**src/hw/ex_pkg.sv**
```systemverilog
package ex_pkg;

    // Datapath width and divider iteration count
    localparam int XLEN      = 32;
    localparam int DIV_STEPS = 32;

    // Unit select, BMU and FPU are reserved in this stage
    localparam logic [1:0] UNIT_ALU = 2'b00;
    localparam logic [1:0] UNIT_MDU = 2'b01;
    localparam logic [1:0] UNIT_BMU = 2'b10;
    localparam logic [1:0] UNIT_FPU = 2'b11;

    // Instruction class from the main decoder
    localparam logic [1:0] EXOP_ADDR  = 2'b00; // Load, store, branch, AUIPC, JAL, JALR
    localparam logic [1:0] EXOP_ITYPE = 2'b01;
    localparam logic [1:0] EXOP_RTYPE = 2'b10;

    // ALU operation codes
    localparam logic [4:0] ALU_ADD  = 5'b00000;
    localparam logic [4:0] ALU_SUB  = 5'b00010;
    localparam logic [4:0] ALU_SLL  = 5'b00100;
    localparam logic [4:0] ALU_SLT  = 5'b01000;
    localparam logic [4:0] ALU_SLTU = 5'b01100;
    localparam logic [4:0] ALU_XOR  = 5'b10000;
    localparam logic [4:0] ALU_SRL  = 5'b10100;
    localparam logic [4:0] ALU_SRA  = 5'b10110;
    localparam logic [4:0] ALU_OR   = 5'b11000;
    localparam logic [4:0] ALU_AND  = 5'b11100;

    // MDU operation codes, same as funct3 of the M extension
    localparam logic [2:0] MDU_MUL    = 3'b000;
    localparam logic [2:0] MDU_MULH   = 3'b001;
    localparam logic [2:0] MDU_MULHSU = 3'b010;
    localparam logic [2:0] MDU_MULHU  = 3'b011;
    localparam logic [2:0] MDU_DIV    = 3'b100;
    localparam logic [2:0] MDU_DIVU   = 3'b101;
    localparam logic [2:0] MDU_REM    = 3'b110;
    localparam logic [2:0] MDU_REMU   = 3'b111;

    // funct7 values that select the operation group
    localparam logic [6:0] F7_BASE   = 7'b0000000;
    localparam logic [6:0] F7_ALT    = 7'b0100000; // SUB, SRA, SRAI
    localparam logic [6:0] F7_MULDIV = 7'b0000001;

    typedef struct packed {
        logic [1:0] spare;
        logic [2:0] op;
    } mdu_func_t;

    // Operation word, meaning depends on the unit select
    typedef union packed {
        logic [4:0] alu;
        mdu_func_t  mdu;
    } ex_func_u;

endpackage
```
**src/hw/ex_unit.sv**
```systemverilog
`timescale 1ns/1ps

module ex_unit import ex_pkg::*; (
    input  logic            clk,
    input  logic            rst_n,
    input  logic            issue,
    input  logic [1:0]      ex_op,
    input  logic [2:0]      funct3,
    input  logic [6:0]      funct7,
    input  logic [XLEN-1:0] operand_a,
    input  logic [XLEN-1:0] operand_b,
    output logic [XLEN-1:0] result,
    output logic            result_valid,
    output logic            illegal,
    output logic            busy
);

    logic            start;
    logic            mdu_start;
    logic [1:0]      unit_sel;
    ex_func_u        func;
    logic [XLEN-1:0] op_a;
    logic [XLEN-1:0] op_b;
    logic            dec_illegal;
    logic [XLEN-1:0] alu_result;
    logic [XLEN-1:0] mdu_result;
    logic            mdu_done;

    ex_decoder u_decoder (
        .clk       (clk),
        .rst_n     (rst_n),
        .issue     (issue),
        .ex_op     (ex_op),
        .funct3    (funct3),
        .funct7    (funct7),
        .operand_a (operand_a),
        .operand_b (operand_b),
        .busy      (busy),
        .start     (start),
        .mdu_start (mdu_start),
        .unit_sel  (unit_sel),
        .func      (func),
        .op_a      (op_a),
        .op_b      (op_b),
        .illegal   (dec_illegal)
    );

    alu u_alu (
        .func       (func),
        .op_a       (op_a),
        .op_b       (op_b),
        .alu_result (alu_result)
    );

    mdu u_mdu (
        .clk        (clk),
        .rst_n      (rst_n),
        .mdu_start  (mdu_start),
        .func       (func),
        .op_a       (op_a),
        .op_b       (op_b),
        .mdu_result (mdu_result),
        .mdu_done   (mdu_done)
    );

    ex_result u_result (
        .clk          (clk),
        .rst_n        (rst_n),
        .start        (start),
        .unit_sel     (unit_sel),
        .illegal      (dec_illegal),
        .alu_result   (alu_result),
        .mdu_result   (mdu_result),
        .mdu_done     (mdu_done),
        .result       (result),
        .result_valid (result_valid),
        .illegal_out  (illegal),
        .busy         (busy)
    );

endmodule

```
**src/hw/ex_result.sv**
```systemverilog
`timescale 1ns/1ps

module ex_result import ex_pkg::*; (
    input  logic            clk,
    input  logic            rst_n,
    input  logic            start,
    input  logic [1:0]      unit_sel,
    input  logic            illegal,
    input  logic [XLEN-1:0] alu_result,
    input  logic [XLEN-1:0] mdu_result,
    input  logic            mdu_done,
    output logic [XLEN-1:0] result,
    output logic            result_valid,
    output logic            illegal_out,
    output logic            busy
);

    logic       alu_take;
    logic       mdu_take;
    logic       pend_q;
    logic [1:0] pend_unit;

    // ALU and illegal results finish in the start cycle
    assign alu_take = start && (illegal || unit_sel != UNIT_MDU);
    assign mdu_take = mdu_done && pend_q && (pend_unit == UNIT_MDU);

    always_ff @(posedge clk or negedge rst_n) begin
        if (!rst_n) begin
            result       <= '0;
            result_valid <= 1'b0;
            illegal_out  <= 1'b0;
            pend_q       <= 1'b0;
            pend_unit    <= UNIT_ALU;
        end else begin
            result_valid <= alu_take | mdu_take;
            if (alu_take) begin
                result      <= illegal ? '0 : alu_result;
                illegal_out <= illegal;
            end else if (mdu_take) begin
                result      <= mdu_result;
                illegal_out <= 1'b0;
            end
            if (start && !alu_take) begin
                pend_q    <= 1'b1;  // Wait for the MDU
                pend_unit <= unit_sel;
            end else if (mdu_take) begin
                pend_q <= 1'b0;
            end
        end
    end

    assign busy = start | pend_q;

endmodule

```
**src/hw/mdu.sv**
```systemverilog
`timescale 1ns/1ps

module mdu import ex_pkg::*; (
    input  logic            clk,
    input  logic            rst_n,
    input  logic            mdu_start,
    input  ex_func_u        func,
    input  logic [XLEN-1:0] op_a,
    input  logic [XLEN-1:0] op_b,
    output logic [XLEN-1:0] mdu_result,
    output logic            mdu_done
);

    logic [2:0] op;
    logic       is_div;
    logic       is_rem;
    logic       div_signed;
    logic       div_by_zero;

    // Multiplier signals
    logic                 a_mul_signed;
    logic                 b_mul_signed;
    logic signed [XLEN:0] mul_a;
    logic signed [XLEN:0] mul_b;
    logic signed [2*XLEN+1:0] product;
    logic [XLEN-1:0]      mul_word;

    // Divider signals
    logic            a_neg;
    logic            b_neg;
    logic [XLEN-1:0] abs_a;
    logic [XLEN-1:0] abs_b;
    logic [XLEN-1:0] rem_q;
    logic [XLEN-1:0] quo_q;
    logic [XLEN-1:0] rem_in;
    logic [XLEN-1:0] quo_in;
    logic [XLEN:0]   shifted;
    logic [XLEN+1:0] trial;
    logic [XLEN-1:0] rem_nx;
    logic [XLEN-1:0] quo_nx;
    logic            div_run;
    logic            div_fix;
    logic [$clog2(DIV_STEPS)-1:0] div_cnt;

    assign op          = func.mdu.op;
    assign is_div      = op[2];
    assign is_rem      = op[1];                 // REM and REMU
    assign div_signed  = (op == MDU_DIV) || (op == MDU_REM);
    assign div_by_zero = (op_b == '0);

    assign a_mul_signed = (op == MDU_MULH) || (op == MDU_MULHSU);
    assign b_mul_signed = (op == MDU_MULH);
    assign mul_a    = {a_mul_signed & op_a[XLEN-1], op_a};
    assign mul_b    = {b_mul_signed & op_b[XLEN-1], op_b};
    assign product  = mul_a * mul_b;
    assign mul_word = (op == MDU_MUL) ? product[XLEN-1:0] : product[2*XLEN-1:XLEN];

    // Divider works on magnitudes, signs fixed at the end
    assign a_neg = div_signed & op_a[XLEN-1];
    assign b_neg = div_signed & op_b[XLEN-1];
    assign abs_a = a_neg ? -op_a : op_a;
    assign abs_b = b_neg ? -op_b : op_b;

    // One restoring step, the first one runs in the start cycle
    assign rem_in  = mdu_start ? '0 : rem_q;
    assign quo_in  = mdu_start ? abs_a : quo_q;
    assign shifted = {rem_in, quo_in[XLEN-1]};
    assign trial   = {1'b0, shifted} - {2'b00, abs_b};
    assign rem_nx  = trial[XLEN+1] ? shifted[XLEN-1:0] : trial[XLEN-1:0];
    assign quo_nx  = {quo_in[XLEN-2:0], ~trial[XLEN+1]}; // Borrow means restore

    always_ff @(posedge clk or negedge rst_n) begin
        if (!rst_n) begin
            mdu_done <= 1'b0;
            div_run  <= 1'b0;
            div_fix  <= 1'b0;
            div_cnt  <= '0;
        end else begin
            mdu_done <= 1'b0;
            if (mdu_start) begin
                if (!is_div || div_by_zero) begin
                    mdu_done <= 1'b1; // Product or zero-divisor result
                end else begin
                    div_run <= 1'b1;
                    div_cnt <= 1;
                end
            end else if (div_run) begin
                div_cnt <= div_cnt + 1'b1;
                if (div_cnt == DIV_STEPS - 1) begin
                    div_run <= 1'b0;
                    div_fix <= 1'b1;
                end
            end else if (div_fix) begin
                div_fix  <= 1'b0;
                mdu_done <= 1'b1;
            end
        end
    end

    always_ff @(posedge clk) begin
        if (mdu_start || div_run) begin
            rem_q <= rem_nx;
            quo_q <= quo_nx;
        end
        if (mdu_start) begin
            if (!is_div) mdu_result <= mul_word;
            else if (div_by_zero) mdu_result <= is_rem ? op_a : '1;
        end else if (div_fix) begin
            if (is_rem) mdu_result <= a_neg ? -rem_q : rem_q;           // Sign of dividend
            else mdu_result <= (a_neg ^ b_neg) ? -quo_q : quo_q;
        end
    end

endmodule

```
**src/hw/alu.sv**
```systemverilog
`timescale 1ns/1ps

module alu import ex_pkg::*; (
    input  ex_func_u        func,
    input  logic [XLEN-1:0] op_a,
    input  logic [XLEN-1:0] op_b,
    output logic [XLEN-1:0] alu_result
);

    logic [4:0]      shamt;
    logic            lt_signed;
    logic            lt_unsigned;
    logic [XLEN-1:0] sum;
    logic [XLEN-1:0] diff;

    assign shamt = op_b[4:0];

    assign sum  = op_a + op_b;
    assign diff = op_a - op_b;

    // Compare results for SLT and SLTU
    assign lt_signed   = $signed(op_a) < $signed(op_b);
    assign lt_unsigned = op_a < op_b;

    always_comb begin
        case (func.alu)
            ALU_ADD: alu_result = sum;
            ALU_SUB: alu_result = diff;
            ALU_SLL: alu_result = op_a << shamt;
            ALU_SLT: begin
                alu_result = '0;
                alu_result[0] = lt_signed;
            end
            ALU_SLTU: begin
                alu_result = '0;
                alu_result[0] = lt_unsigned;
            end
            ALU_XOR: alu_result = op_a ^ op_b;
            ALU_SRL: alu_result = op_a >> shamt;
            ALU_SRA: alu_result = $unsigned($signed(op_a) >>> shamt); // Sign fill
            ALU_OR:  alu_result = op_a | op_b;
            ALU_AND: alu_result = op_a & op_b;
            default: alu_result = '0; // Codes the decoder never produces
        endcase
    end

endmodule

```
**src/hw/ex_decoder.sv**
```systemverilog
`timescale 1ns/1ps

module ex_decoder import ex_pkg::*; (
    input  logic            clk,
    input  logic            rst_n,
    input  logic            issue,
    input  logic [1:0]      ex_op,
    input  logic [2:0]      funct3,
    input  logic [6:0]      funct7,
    input  logic [XLEN-1:0] operand_a,
    input  logic [XLEN-1:0] operand_b,
    input  logic            busy,
    output logic            start,
    output logic            mdu_start,
    output logic [1:0]      unit_sel,
    output ex_func_u        func,
    output logic [XLEN-1:0] op_a,
    output logic [XLEN-1:0] op_b,
    output logic            illegal
);

    logic     accept;
    logic [1:0] dec_unit;
    ex_func_u dec_func;
    logic     dec_illegal;

    assign accept = issue & ~busy; // Issue during busy is dropped

    always_comb begin
        dec_unit    = UNIT_ALU;
        dec_func    = '0;
        dec_func.alu = ALU_ADD;
        dec_illegal = 1'b0;
        case (ex_op)
            EXOP_ADDR: dec_func.alu = ALU_ADD; // Address generation only adds
            EXOP_ITYPE: begin
                case (funct3)
                    3'b000: dec_func.alu = ALU_ADD;
                    3'b010: dec_func.alu = ALU_SLT;
                    3'b011: dec_func.alu = ALU_SLTU;
                    3'b100: dec_func.alu = ALU_XOR;
                    3'b110: dec_func.alu = ALU_OR;
                    3'b111: dec_func.alu = ALU_AND;
                    3'b001: begin // SLLI, upper immediate must be zero
                        if (funct7 == F7_BASE) dec_func.alu = ALU_SLL;
                        else dec_illegal = 1'b1;
                    end
                    default: begin // 101, SRLI or SRAI
                        if (funct7 == F7_BASE) dec_func.alu = ALU_SRL;
                        else if (funct7 == F7_ALT) dec_func.alu = ALU_SRA;
                        else dec_illegal = 1'b1;
                    end
                endcase
            end
            EXOP_RTYPE: begin
                case (funct7)
                    F7_BASE: begin
                        case (funct3)
                            3'b000:  dec_func.alu = ALU_ADD;
                            3'b001:  dec_func.alu = ALU_SLL;
                            3'b010:  dec_func.alu = ALU_SLT;
                            3'b011:  dec_func.alu = ALU_SLTU;
                            3'b100:  dec_func.alu = ALU_XOR;
                            3'b101:  dec_func.alu = ALU_SRL;
                            3'b110:  dec_func.alu = ALU_OR;
                            default: dec_func.alu = ALU_AND;
                        endcase
                    end
                    F7_MULDIV: begin
                        dec_unit           = UNIT_MDU;
                        dec_func.mdu.spare = 2'b00;
                        dec_func.mdu.op    = funct3; // MDU codes follow funct3
                    end
                    F7_ALT: begin
                        if (funct3 == 3'b000) dec_func.alu = ALU_SUB;
                        else if (funct3 == 3'b101) dec_func.alu = ALU_SRA;
                        else dec_illegal = 1'b1;
                    end
                    default: dec_illegal = 1'b1;
                endcase
            end
            default: dec_illegal = 1'b1; // Class 11 would have gone to the FPU
        endcase
    end

    always_ff @(posedge clk or negedge rst_n) begin
        if (!rst_n) begin
            start     <= 1'b0;
            mdu_start <= 1'b0;
            unit_sel  <= UNIT_ALU;
            func      <= '0;
            illegal   <= 1'b0;
        end else begin
            start     <= accept;
            mdu_start <= accept && (dec_unit == UNIT_MDU) && !dec_illegal;
            if (accept) begin
                unit_sel <= dec_unit;
                func     <= dec_func;
                illegal  <= dec_illegal;
            end
        end
    end

    // Operands held until the next accepted issue
    always_ff @(posedge clk) begin
        if (accept) begin
            op_a <= operand_a;
            op_b <= operand_b;
        end
    end

endmodule

```
**config.mk**
```make
export PLATFORM = sky130hd
export DESIGN_NAME = ex_unit
export DESIGN_NICKNAME = d
export VERILOG_FILES = /design/src/hw/ex_pkg.sv /design/src/hw/ex_unit.sv /design/src/hw/ex_result.sv /design/src/hw/mdu.sv /design/src/hw/alu.sv /design/src/hw/ex_decoder.sv
export SDC_FILE = /design/constraint.sdc
export NUM_CORES = 2
export LEC_CHECK = 0
export ABC_AREA = 1
export BUFFER_PORTS_ARGS = -buffer_cell sky130_fd_sc_hd__buf_2
export CAP_MARGIN = 20
export CORE_ASPECT_RATIO = 1.1
export CORE_UTILIZATION = 50
export DETAILED_ROUTE_END_ITERATION = 8
export PLACE_DENSITY_LB_ADDON = 0.2
export SETUP_SLACK_MARGIN = 0.5
export SYNTH_ARGS = -nofsm -noshare
export SYNTH_HDL_FRONTEND = slang
export SYNTH_SLANG_ARGS = --single-unit
```
**constraint.sdc**
```tcl
create_clock -name clk -period 9.5 [get_ports clk]
set_clock_uncertainty 0.1 [all_clocks]
set_input_delay 2.85 -clock clk [delete_from_list [all_inputs] [get_ports clk]]
set_output_delay 2.85 -clock clk [all_outputs]
set_load 0.01 [all_outputs]
```
After elaboration in Yosys (flattened, before gate mapping)
Index checks and enable logic that the tools add are counted.
Operators by class
  shift-type cells: 3
  bitwise logic cells: 14
  add/sub/neg operators: 8
  muxes and demuxes: 53
  order comparisons: 2
  equality and inequality tests: 31
  multiply operators: 1
  reductions and logical operators: 29
Operators with widths (count)
  $mux W32: 17
  $pmux W32 S10: 1
  $neg A32 Y32: 4
  $pmux W5 S7: 2
  $lt A32 B32 Y1: 2
  $mul A33 B33 Y64: 1
  $mux W5: 7
  $sub A33 B32 Y34: 1
  $add A32 B32 Y32: 1
  $and A32 B32 Y32: 1
  $logic_not A32 Y1: 1
  $or A32 B32 Y32: 1
  $shl A32 B5 Y32: 1
  $shr A32 B5 Y32: 1
  $sshr A32 B5 Y32: 1
  $sub A32 B32 Y32: 1
  $xor A32 B32 Y32: 1
  $eq A5 B5 Y1 const B: 6
  $mux W1: 20
  $eq A3 B3 Y1 const B: 6
  $pmux W5 S3: 1
  $eq A5 B4 Y1 const B: 2
  $pmux W5 S2: 1
  $eq A3 B2 Y1 const B: 3
  29 further kinds: 58
Storage, ports and cells
  bits of input ports: 79
  output and inout bits: 35
  flip-flop bits (word level): 215

Logic depth before layout (Yosys ltp)
  depth after elaboration: 8
  depth in mapped cells: 40
  gate-level depth less buffers: 38

Cells and area by module
From an unflattened synthesis, not the netlist that was laid out.
Unflattened totals
  cells, all modules: 9378
  area total of the unflattened synthesis: 65610.4 sq um
By module, submodules not included
  mdu: area each 50731.2 sq um, times used 1, cells an instance 6768, seq. area each 3083.0 sq um
  alu: area each 10131.0 sq um, times used 1, cells an instance 2139, seq. area each 0.0 sq um
  ex_decoder: area each 2602.5 sq um, times used 1, cells an instance 163, seq. area each 2147.1 sq um
  ex_result: area each 2145.8 sq um, times used 1, cells an instance 308, seq. area each 925.9 sq um

Worst setup path before layout
OpenSTA, ideal clock, no wires.
  path kind: reg-to-reg
  from: register u_decoder.func[1] (netlist name)
  to: register u_mdu.mdu_result[22] (data pin)
  cell stages (with the launch flop): 34
  required time: 9.143 ns
  setup time: 0.257 ns
  path buffers: 2
  path slack: 1.347 ns
  arrival: 7.796 ns
  cell sequence: dfrtp_1 -> buf_2 -> inv_4 -> nand3_1 -> nand2_1 -> clkinv_1 -> clkbuf_1 -> nor2_1 -> fa_1 -> inv_1 -> fa_1 -> inv_1 -> fa_1 -> inv_1 -> fa_1 -> inv_1 -> fa_1 -> fa_1 -> fa_1 -> inv_1 -> fa_1 -> inv_1 -> ha_1 -> nand2_1 -> nor2_1 -> inv_1 -> nor2_1 -> inv_1 -> nor4_1 -> nand2_1 -> nand4_1 -> nand3_1 -> nand2_1 -> a21oi_1
On the way
  longest elaborated chain between the ends: 8
RTL lines
  start: declaration: RTL line ex_decoder.sv:16  | output ex_func_u func,
  start signal: assignment: RTL line ex_decoder.sv:98  | func <= dec_func;
  parallel branches: the longest is 7 deep, another holds $mul A33 B33 Y64
  $mux W32 *: RTL line mdu.sv:105  | if (mdu_start) begin
  end signal: assignment: RTL line mdu.sv:106  | if (!is_div) mdu_result <= mul_word;
  end signal: assignment: RTL line mdu.sv:109  | if (is_rem) mdu_result <= a_neg ? -rem_q : rem_q;
  end signal: assignment: RTL line mdu.sv:110  | else mdu_result <= (a_neg ^ b_neg) ? -quo_q : quo_q;
  end: declaration: RTL line mdu.sv:10  | output logic [XLEN-1:0] mdu_result,
Mark *: on every way between the ends. The select of a mux whose other input is x is not followed.
A chain may end at the register's enable or synchronous reset.

Final worst setup path
  from: register u_decoder.op_b[16]
  to: register u_mdu.mdu_result[3] (data pin)
On the way
  longest elaborated chain between the ends: 4
RTL lines
  start: declaration: RTL line ex_decoder.sv:18  | output logic [XLEN-1:0] op_b,
  start signal: assignment: RTL line ex_decoder.sv:108  | op_b <= operand_b;
  $mul A33 B33 Y64: RTL line mdu.sv:55  | assign product = mul_a * mul_b;
  $mux W32: RTL line mdu.sv:56  | assign mul_word = (op == MDU_MUL) ? product[XLEN-1:0] : product[2*XLEN-1:XLEN];
  $mux W32: RTL line mdu.sv:106
  $mux W32: RTL line mdu.sv:105
  end signal: assignment: RTL line mdu.sv:106
  end signal: assignment: RTL line mdu.sv:107  | else if (div_by_zero) mdu_result <= is_rem ? op_a : '1;
  end signal: assignment: RTL line mdu.sv:109
No other way between the ends.

==> results.sh <==
export IMPL_path_class="reg -> reg"
export IMPL_yosys_warnings=0
export IMPL_ys_types=63
export IMPL_timing_fmax_ghz=0.112
export IMPL_ys_seq_elements=213
export IMPL_dominantRegCellSynth="edfxtp_1"
export IMPL_yosys_area_top_type_share_pct=35.8
export IMPL_outcome="complete, no violations"
export IMPL_worst_slack_ns=0.603
export IMPL_layout_common_cells="nand2_1, inv_1, fa_1"
export IMPL_synthCells=8730
export IMPL_cp_slowest_cell="edfxtp_1"
export IMPL_die_w_um=341
export IMPL_met1_length_um=109000
export IMPL_layout_commonest_cell="nand2_1"
export IMPL_routed_via_density=5.84
export IMPL_postSynthAreaPerCell_um2=7.22
export IMPL_clk_path_buf_depth=3
export IMPL_drt_iter0_drc=7097
export IMPL_hold_violations=0
export IMPL_worstPathRequired_ns=9.74
export IMPL_grt_pass1_vias=60800
export IMPL_netlist_area_um2=63100
export IMPL_crit_path_max_fanout=5
export IMPL_max_cap_violations=0
export IMPL_placed_cells=10300
export IMPL_die_h_um=374
export IMPL_io_buffer_count=113
export IMPL_dr_pass1_iters=8
export IMPL_gp_congestion=1.10
export IMPL_slowest_delay_ns=0.71
export IMPL_slew_viol_final=0
export IMPL_fin_area_um2=67400
export IMPL_routed_wl_um=282000
export IMPL_wl_per_cell_um=27.1
export IMPL_fin_tns_setup_ns=0
export IMPL_layout_nets=10300
export IMPL_postRouteAntennaNets=0
export IMPL_async_flop_share_pct=24.9
export IMPL_multi_input_area_um2=47900
export IMPL_yosys_area_top_type="fa_1"
export IMPL_overflow=0
export IMPL_yosysSeqAreaShare_pct=9.72
export IMPL_root_buffer="clkbuf_16"
export IMPL_crit_top_cell="fa_1"
export IMPL_hpwl_um=237000
export IMPL_wl_met3_um=33200
export IMPL_rows=136
export IMPL_cp_start_kind="flip-flop"
export IMPL_setup_viol=0
export IMPL_cts_max_level=1
export IMPL_relSlewSlack_pct=19.8
export IMPL_path_clk_slew_ns=0.07
export IMPL_fin_cells=10400
export IMPL_cp_end_kind="flip-flop"
export IMPL_grt_max_degree=120
export IMPL_synthTopCellsByArea="fa_1, nand2_1, inv_1, edfxtp_1, ha_1"
export IMPL_design_die_area_um2=128000
export IMPL_post_dp_cell_area_um2=66000
export IMPL_final_seq_area_um2=6130
export IMPL_insertion_delay_ns=0.66
export IMPL_io_pins=114
export IMPL_rsz0062_at_grt="true"
export IMPL_preCtsSetupSlack_ns=0.413
export IMPL_cts_buffers=26
export IMPL_drive_above_1_share_pct=5.64
export IMPL_routed_top_layer="met5"
export IMPL_syn_to_final_growth_pct=6.86
export IMPL_remaining_drc_errors=0
export IMPL_synth_fp_nets=10300
export IMPL_grt_pass1_wl_um=411000
export IMPL_holdCritPathClass="reg -> reg"
export IMPL_min_period_over_period_pct=93.6
export IMPL_worstMarginPinSlew_ns=1.20
export IMPL_antenna_found_initial=24
export IMPL_min_period_ns=8.90
export IMPL_cts_tree="yes"
export IMPL_grtUsageTotal_pct=44.5
export IMPL_core_area_um2=125000
export IMPL_fillers=12300
export IMPL_wl_met2_um=117000
export IMPL_critPathArrivalTime_ns=9.14
export IMPL_start_util_pct=50.4
export IMPL_synth_edf_count=160
export IMPL_vias=60800
export IMPL_cts_sinks=213
## layer usage
layer  up-vias  global-route usage, %
li1      26300                      -
met1     30000                   58.5
met2      3663                   64.8
met3       786                   12.6
met4        16                   27.2
met5         -                      0
## stage by stage
step           util [%]  hold WS (ns)
4_1_cts            53.6         0.382
6_report           53.9         0.369
3_5_place_dp       52.8         0.369
3_3_place_gp       52.7         0.349
2_1_floorplan         -         0.334
5_1_grt            53.8         0.407
## Yosys cell counts (all sizes together), types with 21 or more instances
cell / n
clkbuf: 271
dfrtp: 53
xnor2: 26
buf: 151
o22ai: 26
fa: 1128
nor2: 599
nand3: 406
o21a: 25
o211ai: 49
xor2: 82
a21oi: 389
inv: 1962
a31oi: 21
ha: 350
nand4: 74
nor3: 61
o21ai: 438
nand2: 2304
o21bai: 30
edfxtp: 160
## worst max-delay path: cells and delay by family (launching register included)
family          cells  cell delay, ns
simple gates        6            1.42
compound gates      3            0.66
buf+inv             6            0.89
flops               1            0.71
fa+ha+maj          10            4.82
## cells by family after synthesis
| group | share of synthesized area, % |
|---|---|
| xor gates and xnor gates | 1.50 |
| adders and majority gates | 42.8 |
| DFF | 9.72 |
| AOI/OAI and AO/OA | 9.11 |
| muxes | 0.0476 |
| buffers and inverters | 14.5 |
| and+or+nand+nor | 22.4 |
## path summary, 6_finish.rpt
kind                       slack [ns]  cells after the start                           endpoint                               from
min reg2reg                      0.37                      2  u_result.pend_unit[0]$_DFFE_PN0P_  u_result.pend_unit[0]$_DFFE_PN0P_
max reg2reg                      0.60                     25      u_mdu.mdu_result[3]$_DFFE_PP_       u_decoder.op_b[16]$_DFFE_PP_
min                              0.37                      2  u_result.pend_unit[0]$_DFFE_PN0P_  u_result.pend_unit[0]$_DFFE_PN0P_
min in group asynchronous        2.29                      2    u_result.result[15]$_DFFE_PN0P_                              rst_n
max in group asynchronous        6.42                      2      u_decoder.mdu_start$_DFF_PN0_                              rst_n
max                              0.60                     25      u_mdu.mdu_result[3]$_DFFE_PP_       u_decoder.op_b[16]$_DFFE_PP_
## timing repair
item                                    4_1_cts  5_1_grt
endpoints found under the hold margin         0        0
gates cloned                                  0        1
setup buffers                                11       18
resized for setup                             2       26
pin swaps                                     0        0
hold buffers                                  0        0
endpoints found under the setup margin        2       28
## state kept, by name (all words and copies together), names as in the netlist, 5 cells and up
signal	count
u_mdu.rem_q	32
u_mdu.div_cnt	5
u_decoder.op_b	32
u_decoder.func	5
u_result.result	32
u_mdu.mdu_result	32
u_decoder.op_a	32
u_mdu.quo_q	32
## cell type report
type	count	share of cell area [%]
Clock inverter	19	0.362
Multi-Input combinational cell	6125	71.1
Inverter	1970	11.0
Antenna cell	19	0.0706
Clock buffer	29	1.01
Tap cell	1656	3.08
Timing Repair Buffer	371	4.32
Sequential cell	213	9.10
Power is not shown: default switching activity piles up to over one toggle a cycle in this logic, so the estimate is an artifact.
